<file path="config.mk">
export PLATFORM = sky130hd
export DESIGN_NAME = emesh_decode
export DESIGN_NICKNAME = d
export VERILOG_FILES = /design/src/source/emesh_pkg.sv /design/src/source/emem_pkg.sv /design/src/source/emesh_decode.sv
export SDC_FILE = /design/constraint.sdc
export NUM_CORES = 1
export LEC_CHECK = 0
export BUFFER_PORTS_ARGS = -buffer_cell sky130_fd_sc_hd__buf_4
export CORE_MARGIN = 2
export CORE_UTILIZATION = 44
export DETAILED_ROUTE_END_ITERATION = 6
export GPL_ROUTABILITY_DRIVEN = 0
export HOLD_SLACK_MARGIN = 0.03
export PLACE_DENSITY = 0.91
export RECOVER_POWER = 100
export SETUP_SLACK_MARGIN = 0.5
export SYNTH_ARGS = -nofsm -noshare
export SYNTH_HDL_FRONTEND = slang
export SYNTH_SLANG_ARGS = --single-unit
</file>
<file path="constraint.sdc">
create_clock -name clkin -period 0.9 [get_ports clkin]
set_input_delay 0.225 -clock clkin [delete_from_list [all_inputs] [get_ports clkin]]
set_output_delay 0.225 -clock clkin [all_outputs]
set_load 0.01 [all_outputs]
</file>
<file path="src/source/emesh_pkg.sv">
package emesh_pkg;

   localparam int PW = 104;                     // Full mesh packet width
   localparam int AW = 32;                      // Address width
   localparam int DW = 32;                      // Data width
   localparam int CW = 4;                       // Ctrlmode width
   localparam int SW = PW - 2*AW - DW - CW - 3; // Spare bits below the write flag

   // Transfer size encoding of the mesh
   typedef enum logic [1:0] {
      DM_BYTE   = 2'd0,                         // 8 bit access
      DM_HALF   = 2'd1,                         // 16 bit access
      DM_WORD   = 2'd2,                         // 32 bit access
      DM_DOUBLE = 2'd3                          // 64 bit access on the mesh
   } emesh_datamode_t;

   // Packet layout with srcaddr at the top
   typedef struct packed {
      logic [AW-1:0]   srcaddr;                 // Bits 103:72
      logic [DW-1:0]   data;                    // Bits 71:40
      logic [AW-1:0]   dstaddr;                 // Bits 39:8
      logic [CW-1:0]   ctrlmode;                // Bits 7:4
      emesh_datamode_t datamode;                // Bits 3:2
      logic            write;                   // Bit 1
      logic [SW-1:0]   spare;                   // Bit 0
   } emesh_packet_t;

endpackage

</file>
<file path="src/source/emem_pkg.sv">
package emem_pkg;

   localparam int IDW = 12;                     // Chip ID width
   localparam logic [IDW-1:0] LINK_ID = 12'h820; // ID of this link
   localparam int MEM_DEPTH = 256;              // Words in the memory
   localparam int MEM_AW = 8;                   // Word index width
   localparam int NB = emesh_pkg::DW / 8;       // Byte lanes per word
   localparam int OFS_W = $clog2(NB);           // Byte offset width
   localparam int HI_W = emesh_pkg::AW - MEM_AW - OFS_W; // Upper dstaddr bits kept

   // Request as seen by the memory stage
   typedef struct packed {
      logic                       write;        // Write when set
      emesh_pkg::emesh_datamode_t datamode;     // Double already folded
      logic [emesh_pkg::CW-1:0]   ctrlmode;
      logic [OFS_W-1:0]           offset;       // Byte within word
      logic [MEM_AW-1:0]          index;        // Word index
      logic [emesh_pkg::DW-1:0]   wdata;
      logic [emesh_pkg::AW-1:0]   retaddr;      // Requester srcaddr
      logic [HI_W-1:0]            dst_hi;       // Dstaddr bits 31:10
   } emem_req_t;

   // Raw read result before lane extraction
   typedef struct packed {
      logic [emesh_pkg::DW-1:0]   word;         // Stored word
      logic [OFS_W-1:0]           offset;
      emesh_pkg::emesh_datamode_t datamode;
      logic [emesh_pkg::CW-1:0]   ctrlmode;
      logic [emesh_pkg::AW-1:0]   retaddr;
      logic [emesh_pkg::AW-1:0]   rdaddr;       // Rebuilt read address
   } emem_rdraw_t;

endpackage

</file>
<file path="src/source/emesh_decode.sv">
`timescale 1ns/1ps

module emesh_decode
   import emesh_pkg::*, emem_pkg::*;
(
   input  logic          clkin,
   input  logic          reset,
   input  logic          req_access,      // Single cycle packet strobe
   input  emesh_packet_t req_packet,
   output logic          req_valid,       // Memory request strobe
   output emem_req_t     req
);

   logic      link_hit;                   // Packet addressed to the link
   logic      mem_hit;                    // Packet goes to memory
   emem_req_t req_next;

   // Upper dstaddr bits carry the chip ID
   assign link_hit = (req_packet.dstaddr[AW-1 -: IDW] == LINK_ID);
   assign mem_hit  = req_access & ~link_hit;

   always_comb begin
      req_next.write    = req_packet.write;
      req_next.ctrlmode = req_packet.ctrlmode;
      req_next.offset   = req_packet.dstaddr[OFS_W-1:0];      // Byte lane
      req_next.index    = req_packet.dstaddr[OFS_W +: MEM_AW]; // Bits 9:2
      req_next.dst_hi   = req_packet.dstaddr[AW-1 -: HI_W];   // Bits 31:10
      req_next.wdata    = req_packet.data;
      req_next.retaddr  = req_packet.srcaddr;                 // Response goes here
      // Double is served as a plain word
      if (req_packet.datamode == DM_DOUBLE) begin
         req_next.datamode = DM_WORD;
      end else begin
         req_next.datamode = req_packet.datamode;
      end
   end

   always_ff @(posedge clkin or posedge reset) begin
      if (reset) begin
         req_valid <= 1'b0;
      end else begin
         req_valid <= mem_hit;            // Local packets dropped here
      end
   end

   // Payload only loads for accepted packets
   always_ff @(posedge clkin) begin
      if (mem_hit) begin
         req <= req_next;
      end
   end

endmodule

</file>
After elaboration in Yosys (flattened, before gate mapping)
Index checks and enable logic that the tools add are counted. Widths: inputs -> output; s select.

ROM bits: 0. Logic and storage cells: 13. Register bits after elaboration: 104. RAM bits: 0. Memories: 0. Bits of input ports: 107. Latch bits: 0. Output and inout bits: 104.

Add/subtract/negate cells: 0. Div/mod/pow operators: 0. Muxes and demuxes: 0. Magnitude comparators: 0. Bitwise operators: 2. Shifts and indexed selects: 0. Multiply operators: 0. Equality and inequality tests: 2. Reduce and logical (&&, ||, !) cells: 0.

Operators by type and width (count): $eq 12x12->1 const B (1); $eq 2x2->1 const B (1); $and 1x1->1 (1); $not 1->1 (1).

Longest topological paths before layout
Depth in word-level cells: 3. Depth in mapped cells: 2. Depth with buffers taken out: 2.

Worst setup path before layout
No wires, ideal clock.

Path kind: input -> register. From: input port req_packet[33] (netlist name). To: register req_valid. Setup time: 708 ps. Buffers on the path: 0. Setup slack: -5804 ps. Arrival: 5996 ps. Data required time: 192 ps. Stages on the path: 2. Cell sequence: nor4b_2 a31oi_1.

Word-level cells in the longest chain between the ends: 3.

RTL lines: from (decl) (RTL line emesh_decode.sv:9) `input emesh_packet_t req_packet,`; $eq 12x12->1 (RTL line emesh_decode.sv:19) `assign link_hit = (req_packet.dstaddr[AW-1 -: IDW] == LINK_ID);`; $not 1->1 (RTL line emesh_decode.sv:20) `assign mem_hit = req_access & ~link_hit;`; $and 1x1->1 (RTL line emesh_decode.sv:20); named net mem_hit (RTL line emesh_decode.sv:15) `logic mem_hit;`; to (signal assigned) (RTL line emesh_decode.sv:42) `req_valid <= mem_hit;`; to (decl) (RTL line emesh_decode.sv:10) `output logic req_valid,`.

The timed path passes the listed nets, and every way through them passes these cells. A chain may end at the register's enable or synchronous reset.

Worst setup path in the final report
From: input port req_packet[31] (netlist name). To: register req[30] (netlist name) (enable).

Word-level cells in the longest chain between the ends: 3.

RTL lines: $eq 12x12->1 (RTL line emesh_decode.sv:19); $not 1->1 (RTL line emesh_decode.sv:20); $and 1x1->1 (RTL line emesh_decode.sv:20); named net mem_hit (RTL line emesh_decode.sv:15); to (signal assigned) (RTL line emesh_decode.sv:49) `req <= req_next;`; to (decl) (RTL line emesh_decode.sv:11) `output emem_req_t req`.

The timed path passes the listed nets, and every way through them passes these cells.

==> metrics.cfg <==
[worst_setup_path]
cp_max_fo = 8
required_ns = 1.03
cp-start-kind = input pin
crit_type = in2reg
end_kind = flop
crit_arrival_ns = 1.34

[grt]
antenna_found_initial = 0
grt_pass1_vias = 2339
globalRouteOverflowTotal = 0
grt_pass1_wl_um = 13200
grt_use_total_pct = 24.2
grt_max_degree = 42

[power]
irDropWorstVdd_mv = 1.61
p_per_area_mw_per_mm2 = 1770
p_leak_nw = 2.47

[routing]
via_per_inst = 4.77
drc = 0
routedWlPerCell_um = 22.4
drt_iter0_markers = 106
routed_wl_um = 10300
vias = 2193
ant_nets = 0
drt-pass1-iter-count = 5

[timing]
rsz0062_at_grt = yes
max_freq_mhz = 827
final.period_utilization_pct = 134
drv_slew = 0
finalCriticalPeriod_ns = 1.21
fin_hold_ws_ns = 0.0499
setup_violations = 208
tightest_slew_ns = 0.371
relSlewSlack_pct = 75.3
setup_ws_ns = -0.310
hold_viol = 0

[job]
maxCapViolCount = 0

[placement]
portBuffers = 209
dpl_cell_area_mm2 = 0.00495

[die]
core_mm2 = 0.00691
die_area_mm2 = 0.00792
die_h_um = 89.0
initial_core_util_pct = 46.0
row_count = 30
die_w_um = 89.0
pin_count = 211

[hold_path]
hold_path.class = in2reg
hold_start = req_packet[35]
min_to = req[17]$_DFFE_PP_
min_delay_path_depth = 1

[clocking]
clockRootBuffer = clkbuf_8
hold_buffers = 1
clk_pin_slew_worst_paths_ns = 0.09
h-tree-depth = 3
clk_path_buf_depth = 2
numCtsBuffers = 9
cts_tree = yes
clock-sinks = 104

[logic_synthesis]
yosys_register_bits = 104
yosys.area.top_type = edfxtp_1
synth_top_flop_cell = edfxtp_1
syn_avg_cell_area_um2 = 28.4
synth_area_mm2 = 0.00318
yosysWarnings = 0
synth_edf_count = 103
synth_nets = 219
post-synth-top-count-cell = edfxtp_1
synth_area_leaders = edfxtp_1, nor4b_2, dfrtp_1
ys_async_sr_fraction_pct = 0.962
synth_cell_type_count = 8
syn_inst = 112
ys_top_cells_by_count = edfxtp_1, inv_1, nor4b_2
yosysTopAreaCellShare_pct = 97.3
yosysSeqAreaShare_pct = 98.1

[final_layout]
fin_nets = 465
drive_gt1_share_pct = 66.9
area_delta_synth_final_pct = 86.9
finish.instance_area_mm2 = 0.00594

[run_status]
failed_checks = negative setup slack
status = finished, violations left

cell usage in the layout (no fill, tap or decap):
| master | count |
|---|---|
| buf_4 | 13 |
| buf_6 | 108 |
| bufbuf_16 | 1 |
| nor4_4 | 1 |
| diode_2 | 1 |
| clkinv_4 | 2 |
| clkbuf_4 | 89 |
| clkbuf_16 | 3 |
| buf_8 | 2 |
| a31oi_4 | 1 |
| clkbuf_8 | 9 |
| buf_16 | 7 |
| inv_1 | 2 |
| nor4b_4 | 2 |
| inv_6 | 1 |
| clkinvlp_4 | 1 |
| dfrtp_1 | 1 |
| clkinv_1 | 2 |
| edfxtp_1 | 103 |
| buf_12 | 2 |
| dlygate4sd3_1 | 1 |
| bufinv_16 | 1 |
| clkbuf_1 | 10 |
| nor2b_1 | 1 |
registers in the layout (all words and copies together) (netlist names):
| signal | cells |
|---|---|
| req | 103 |
| req_valid | 1 |
cell type report:
class                      count  area, um^2
antenna                        1        2.50
clock buffer                   9         124
clock inverter                 7        71.3
fill                         307         967
inverter                       2        7.51
multi-input combinational      5        96.3
sequential                   104        3120
tap                           96         120
timing repair buffer         236        2400
through the flow:
stage | utilization (%) | std cells | setup WS [ns] | power, W | setup TNS, ns
3_3_place_gp | 71.7 | 420 | -0.513 | 0.00720 | -51.67
4_1_cts | 83.3 | 453 | -0.257 | 0.0104 | -44.27
6_report | 86.0 | 460 | -0.310 | 0.0105 | -48.42
3_5_place_dp | 71.7 | 420 | -0.560 | 0.00726 | -56.68
5_1_grt | 86.0 | 459 | -0.347 | 0.0109 | -55.80
2_1_floorplan | - | 112 | -1.71 | 0.00626 | -177.65
routing by layer:
layer	up-vias	track usage (%)	share of wire (%)
met3	24	10.9	9.0
met4	0	9.77	2.5
li1	950	-	-
met2	150	44.5	56
met5	-	0	0
met1	1069	23.5	32
worst max path at each step:
stage,startpoint,cells past startpoint,slack [ns],end
6_report,req_packet[31],7,-0.31,req[30]$_DFFE_PP_
5_1_grt,req_packet[31],7,-0.35,req[46]$_DFFE_PP_
4_1_cts,req[21]$_DFFE_PP_,1,-0.26,req[21]
3_5_place_dp,req_packet[31],5,-0.56,req[0]$_DFFE_PP_
3_3_place_gp,req_packet[31],5,-0.51,req[58]$_DFFE_PP_
2_1_floorplan,req_packet[33],2,-1.71,req[0]$_DFFE_PP_
kinds of logic (layout without fill, tap and decap cells):
| family | Yosys count | in the layout | share of synthesized area, % |
|---|---|---|---|
| other | 0 | 1 | 0 |
| flip-flops | 104 | 104 | 98.1 |
| AO/OA/AOI/OAI | 1 | 1 | 0.197 |
| buffers and inverters | 3 | 254 | 0.354 |
| AND/OR/NAND/NOR | 4 | 4 | 1.34 |
worst max-delay path, stage by stage:
cell and delay [ns]:
buf_8 0.10, nor4_4 0.27, buf_4 0.16, a31oi_4 0.15, buf_4 0.19, buf_6 0.11, buf_16 0.13
report_power, final:
part           switching, W  leakage (nW)  internal (W)  total, W
sequential         0.000199          1.02       0.00575   0.00595
clock               0.00156        0.0949       0.00129   0.00285
combinational      0.000621          1.35       0.00109   0.00172
total               0.00238          2.47       0.00814    0.0105
what timing repair did:
| action | 4_1_cts | 5_1_grt |
|---|---|---|
| endpoints found under the setup margin | 208 | 208 |
| pin swaps | 0 | 0 |
| gates cloned | 7 | 5 |
| endpoints found under the hold margin | 21 | 82 |
| resized for setup | 86 | 34 |
| setup buffers | 9 | 1 |
Note: power is estimated with default switching activity, not from simulation.
