[src/source/emesh_pkg.sv]
package emesh_pkg;

   localparam int PW = 104;                     // Full mesh packet width
   localparam int AW = 32;                      // Address width
   localparam int DW = 32;                      // Data width
   localparam int CW = 4;                       // Ctrlmode width
   localparam int SW = PW - 2*AW - DW - CW - 3; // Spare bits below the write flag

   // Transfer size encoding of the mesh
   typedef enum logic [1:0] {
      DM_BYTE   = 2'd0,                         // 8 bit access
      DM_HALF   = 2'd1,                         // 16 bit access
      DM_WORD   = 2'd2,                         // 32 bit access
      DM_DOUBLE = 2'd3                          // 64 bit access on the mesh
   } emesh_datamode_t;

   // Packet layout with srcaddr at the top
   typedef struct packed {
      logic [AW-1:0]   srcaddr;                 // Bits 103:72
      logic [DW-1:0]   data;                    // Bits 71:40
      logic [AW-1:0]   dstaddr;                 // Bits 39:8
      logic [CW-1:0]   ctrlmode;                // Bits 7:4
      emesh_datamode_t datamode;                // Bits 3:2
      logic            write;                   // Bit 1
      logic [SW-1:0]   spare;                   // Bit 0
   } emesh_packet_t;

endpackage

[src/source/emem_pkg.sv]
package emem_pkg;

   localparam int IDW = 12;                     // Chip ID width
   localparam logic [IDW-1:0] LINK_ID = 12'h820; // ID of this link
   localparam int MEM_DEPTH = 256;              // Words in the memory
   localparam int MEM_AW = 8;                   // Word index width
   localparam int NB = emesh_pkg::DW / 8;       // Byte lanes per word
   localparam int OFS_W = $clog2(NB);           // Byte offset width
   localparam int HI_W = emesh_pkg::AW - MEM_AW - OFS_W; // Upper dstaddr bits kept

   // Request as seen by the memory stage
   typedef struct packed {
      logic                       write;        // Write when set
      emesh_pkg::emesh_datamode_t datamode;     // Double already folded
      logic [emesh_pkg::CW-1:0]   ctrlmode;
      logic [OFS_W-1:0]           offset;       // Byte within word
      logic [MEM_AW-1:0]          index;        // Word index
      logic [emesh_pkg::DW-1:0]   wdata;
      logic [emesh_pkg::AW-1:0]   retaddr;      // Requester srcaddr
      logic [HI_W-1:0]            dst_hi;       // Dstaddr bits 31:10
   } emem_req_t;

   // Raw read result before lane extraction
   typedef struct packed {
      logic [emesh_pkg::DW-1:0]   word;         // Stored word
      logic [OFS_W-1:0]           offset;
      emesh_pkg::emesh_datamode_t datamode;
      logic [emesh_pkg::CW-1:0]   ctrlmode;
      logic [emesh_pkg::AW-1:0]   retaddr;
      logic [emesh_pkg::AW-1:0]   rdaddr;       // Rebuilt read address
   } emem_rdraw_t;

endpackage

[src/source/emesh_result.sv]
`timescale 1ns/1ps

module emesh_result
   import emesh_pkg::*, emem_pkg::*;
(
   input  logic          clkin,
   input  logic          reset,
   input  logic          rd_valid,        // Raw read strobe
   input  emem_rdraw_t   rd_raw,
   output logic          rsp_access,      // Response strobe
   output emesh_packet_t rsp_packet
);

   logic [DW-1:0] lane_word;              // Selected lane at bit 0

   // Shift addressed lane down and zero extend
   always_comb begin
      case (rd_raw.datamode)
         DM_BYTE: begin
            lane_word = DW'(rd_raw.word[8*rd_raw.offset +: 8]);
         end
         DM_HALF: begin
            lane_word = DW'(rd_raw.word[16*rd_raw.offset[1] +: 16]);
         end
         default: begin
            lane_word = rd_raw.word;      // Word passes as is
         end
      endcase
   end

   always_ff @(posedge clkin or posedge reset) begin
      if (reset) begin
         rsp_access <= 1'b0;
      end else begin
         rsp_access <= rd_valid;
      end
   end

   // Response is a write back to the requester
   always_ff @(posedge clkin) begin
      if (rd_valid) begin
         rsp_packet.srcaddr  <= rd_raw.rdaddr;   // Address that was read
         rsp_packet.data     <= lane_word;
         rsp_packet.dstaddr  <= rd_raw.retaddr;  // Back to requester
         rsp_packet.ctrlmode <= rd_raw.ctrlmode; // Echoed
         rsp_packet.datamode <= rd_raw.datamode; // Echoed
         rsp_packet.write    <= 1'b1;
         rsp_packet.spare    <= '0;
      end
   end

endmodule

[config.mk]
export PLATFORM = sky130hd
export DESIGN_NAME = emesh_result
export DESIGN_NICKNAME = d
export VERILOG_FILES = /design/src/source/emesh_pkg.sv /design/src/source/emem_pkg.sv /design/src/source/emesh_result.sv
export SDC_FILE = /design/constraint.sdc
export NUM_CORES = 1
export LEC_CHECK = 0
export BUFFER_PORTS_ARGS = -buffer_cell sky130_fd_sc_hd__buf_2
export CAP_MARGIN = 30
export CORE_AREA = 4 4 115 84
export DETAILED_ROUTE_END_ITERATION = 10
export DIE_AREA = 0 0 119 88
export PLACE_DENSITY = 0.78
export SLEW_MARGIN = 5
export SYNTH_ARGS = -nofsm -noshare
export SYNTH_HDL_FRONTEND = slang
export SYNTH_SLANG_ARGS = --single-unit
[constraint.sdc]
create_clock -name clkin -period 0.8 [get_ports clkin]
set_clock_uncertainty 0.1 [all_clocks]
set_input_delay 0.16 -clock clkin [delete_from_list [all_inputs] [get_ports clkin]]
set_output_delay 0.16 -clock clkin [all_outputs]
set_load 0.02 [all_outputs]
* Yosys cells after proc, flatten, opt, wreduce, memory -nomap -nowiden *
Cells that the tools add are included.

operators by class
  equality and inequality tests = 1
  shift operators = 2
  mux-type cells = 1
  reduce and logical (&&, ||, !) cells = 1

operator list
  cell                count
  $pmux 32 s2         1
  $shiftx 32x6->16    1
  $shiftx 32x6->8     1
  $eq 2x1->1 const B  1
  $logic_not 2->1     1

word-level totals
  register bits after elaboration = 103
  bits of input ports = 107
  output and inout bits = 105
  word-level logic and storage cells = 11

* Depth between registers and ports, before layout *
  word-level depth = 2
  gate-level depth with buffers = 4
  gate-level depth less buffers = 3

* Worst setup path after synthesis *
Ideal clock, no wire load.

  kind = input port to flip-flop
  from = input rd_raw[69] (netlist bit)
  to = register rsp_packet[41] (netlist bit) (data pin)
  setup time = 0.261 ns
  arrival time = 0.854 ns
  required time = 0.439 ns
  path slack = -0.414 ns
  cell stages on the path = 4
  path buffers = 1
  path through = buf_2 > nand2b_1 > nor2_4 > a221o_1

between the ends
  cells in the longest elaborated chain, start to end = 2
  elaborated cells on any way between the ends = 3
  classes of those cells = eq/ne: 1; mux: 1; reduce/logical: 1

ends and longest elaborated chain
  item                                           RTL line            text
  start: declaration                             emesh_result.sv:9   input emem_rdraw_t rd_raw,
  $eq 2x1->1 or $logic_not 2->1 (tied branches)  emesh_result.sv:18  case (rd_raw.datamode)
  $pmux 32 s2 *                                  emesh_result.sv:18
  via lane_word[1]                               emesh_result.sv:14  logic [DW-1:0] lane_word;
  end: declaration                               emesh_result.sv:11  output emesh_packet_t rsp_packet

Mark *: on every way through the listed nets, which the timed path passes. The rest lies on a longest branch.
A chain may end at the register's enable or synchronous reset.

* Worst setup path after layout *
  from = register rsp_packet[10] (netlist bit)
  to = output rsp_packet[10] (netlist bit)

No word-level cell between the ends.

==> summary.txt <==
Yosys
  – Cell count after synthesis: ~180
  – Netlist Area Pre-Place: approximately 3600 sq um
  – Avg Inst Size Synth: roughly 21 sq um
  – Seq/Total Area, Yosys: a little over four fifths
  – FF+latch count, synth: ~100
  – Yosys warning total: 0
  – Syn nets: 284
  – Most area-consuming cells after synthesis: edfxtp_1, and2_1, a221o_1, mux2i_1, a22o_1
  – Post-synth top area cell: edfxtp_1
  – Yosys cell types: 25
  – Top cell type's share of synthesized area: around 84%

Die
  – # rows: 28
  – Core Region: 8440 sq um
  – Width of the die: between 100 and 150 microns
  – Die height: a little under 90 microns
  – Ports: ~210
  – Starting Density: 43.1%
  – Die footprint: ~10000 sq um

Finish
  – NumNets Final: 555
  – # fillers: ~530
  – Antenna diodes: 0
  – Area delta synth->final: 71.5%
  – Ratio of cells with drive above 1 in the final layout: 56.3%
  – Fin util: between 70% and 80%

STA
  – Final setup TNS: -36.47 ns
  – Final setup viols: around 150
  – F_max: between 800 and 900 MHz
  – Final cycle utilization of the critical path: 150%
  – Pins Over Slew Limit: 0
  – Worst setup margin: -0.399 ns
  – Min cycle time layout: ~1.2 ns
  – Final hold violation count: 24
  – RSZ-0062 raised after global routing: true
  – Worst hold slack: -0.0989 ns

GRT
  – First-pass GRT wire length: approximately 15 mm
  – Tot GR Track Use: 18.6%
  – Pin count of the biggest net entering global routing: 36
  – Initial antenna violation count: 0
  – Vias in the first global route: 2617
  – GRT Residual Overflow: 0

Detailed routing
  – Final ANT Viol Nets: 0
  – Post-route DRC: 0
  – Routed WL: 11.4 mm
  – DR pass1 iterations: 4
  – Drt via density: 4.69
  – WL per Instance: between 15 and 20 microns
  – Initial DRC count: between 200 and 250
  – Via count: 2685

Status
  – Status: finished, violations left
  – Failing checks: hold timing, setup timing

Worst hold path
  – Hold Crit Class: in2reg
  – Hold Crit Endpoint: rsp_packet[30]$_DFFE_PP_
  – Hold Crit Depth: 1
  – Hold_sp: rd_raw[54]

Clocking
  – Max clock buf depth: 2
  – Root buffer selected by CTS: clkbuf_16
  – CTS Buf Count: 9
  – Sink Count: between 100 and 150
  – Reg clk slew, reported paths: 0.07 ns
  – Htree depth: 3
  – CTS tree: built

Setup path
  – Crit-path slowest cell: edfxtp_1
  – Critical Path RT: between 0.5 and 0.6 ns
  – CP startpoint kind: flip-flop
  – WS Path Type: reg2out
  – Crit. End Element: output port
  – Critical path's top delay family: flip-flops
  – CP bufs+invs: 1
  – Crit-path max FO: 1
  – Crit-path cells: buf_2
  – Crit-path max cell delay: approximately 0.42 ns
  – WP data arrival: between 0.9 and 1 ns

Flow run
  – Max-cap viol count: 0

Place
  – Post-DP HPWL: slightly above 7 mm
  – # port buffers: about 210
  – Routability congestion estimate: between 0.7 and 0.8

Power
  – Internal power: 9790 uW
  – Leak pwr: between 0.002 and 0.003 uW
  – Register share of total power: between 50% and 60%
  – Sw frac: roughly 25%
  – Pwr dens: 2100 nW/um^2
  – Switching Power: 3300 uW
  – Combinational fraction of design power: between 10% and 20%
  – Peak supply drop: about 1.5 mV
  – Clk pwr share: between 30% and 40%
[Yosys cell counts]
library cell and number:
inv_2 1, buf_4 2, and2_1 16, buf_6 2, a21o_1 1, conb_1 2
a32o_1 1, a22o_1 6, nor2b_1 1, nor2_2 8, o21bai_4 1, edfxtp_1 102
nand2_1 4, clkbuf_1 2, or3b_1 1, mux2i_1 8, a221o_1 8, o21ai_1 1
o21ai_0 3, dfrtp_1 1, nor2_4 1, buf_2 1, inv_1 1, and2b_4 1
nand2b_1 2
[kinds of logic after synthesis]
group           share of synthesized area (%)
flops                                    84.9
simple gates                             5.88
compound gates                           5.20
mux                                      2.20
other cells                             0.207
buf+inv                                  1.58
[what timing repair did]
| action | in CTS | in global routing |
|---|---|---|
| hold endpoints to repair | 69 | 55 |
| setup endpoints to repair | 117 | 126 |
| hold buffers | 14 | 31 |
| resized for setup | 74 | 100 |
| pin swaps | 4 | 3 |
| buffers inserted | 2 | 1 |
[worst max-delay path by stage]
stage | startpoint | cells after the start | slack [ns] | to
floorplan | rd_raw[71] | 4 | -0.35 | rsp_packet[40]$_DFFE_PP_
global placement | rd_raw[71] | 5 | -0.54 | rsp_packet[40]$_DFFE_PP_
detailed placement | rd_raw[71] | 5 | -0.58 | rsp_packet[40]$_DFFE_PP_
CTS | rsp_packet[26]$_DFFE_PP_ | 1 | -0.36 | rsp_packet[26]
global route | rsp_packet[10]$_DFFE_PP_ | 1 | -0.43 | rsp_packet[10]
finish | rsp_packet[10]$_DFFE_PP_ | 1 | -0.40 | rsp_packet[10]
[area by class of cell]
type                    instances  area (sq um)  area share [%]
clock buffers                  10           229            3.67
clock inverters                 6          55.1           0.883
inverters                       2          10.0           0.161
multi-input cells              65           529            8.49
flip-flops and latches        103          3090            49.5
well taps                     120           150            2.41
repair buffers                267          2170            34.9
[routing by layer]
| metal | GRT usage [%] | vias to the layer above | routed length (microns) |
|---|---|---|---|
| li1 | - | 1228 | - |
| met1 | 21.3 | 1302 | 4130 |
| met2 | 34.1 | 144 | 6230 |
| met3 | 6.71 | 11 | 889 |
| met4 | 3.47 | 0 | 104 |
| met5 | 0 | - | 0 |
[cells in the final DEF (no fill, tap or decap)]
master and count:
buf_2 128, edfxtp_1 102, buf_6 78, dlygate4sd3_1 37, and2_1 16, buf_4 10, clkbuf_16 9, nor2_2 8
a221o_1 8, dlymetal6s4s_1 8, a22o_1 6, nand2_1 4, mux2i_1 4, clkinv_4 4, buf_12 4, mux2i_2 3
o21ai_0 3, conb_1 2, buf_8 2, nand2b_1 1, o21ai_1 1, nor2b_4 1, inv_4 1, a21o_1 1
a32o_1 1, nand2b_4 1, and2b_4 1, nor2_4 1, o21bai_4 1, or3b_1 1, mux2i_4 1, inv_1 1
inv_6 1, inv_8 1, clkbuf_1 1, dfrtp_1 1
[power by group through the flow]
| stage | combinational [uW] | sequential [uW] | clock (uW) |
|---|---|---|---|
| 2_1_floorplan | 261 | 7240 | 0 |
| 3_3_place_gp | 1740 | 6630 | 0 |
| 3_5_place_dp | 1770 | 6630 | 0 |
| 4_1_cts | 2020 | 6550 | 4160 |
| 5_1_grt | 2480 | 6670 | 4470 |
| 6_report | 2370 | 6630 | 4090 |
[registers in the layout (all words and copies together), names as in the netlist]
name / cells
rsp_access: 1
rsp_packet: 102
[stage by stage]
step / cells / instance area, sq um / total power [uW] / worst slack, ns
3_3_place_gp: 513 / 4950 / 8360 / -0.537
3_5_place_dp: 513 / 4950 / 8410 / -0.585
6_report: 573 / 6240 / 13100 / -0.399
5_1_grt: 573 / 6240 / 13600 / -0.429
2_1_floorplan: 177 / 3690 / 7500 / -0.348
4_1_cts: 544 / 5630 / 12700 / -0.362
No activity file was read; power rests on OpenSTA's default activity.
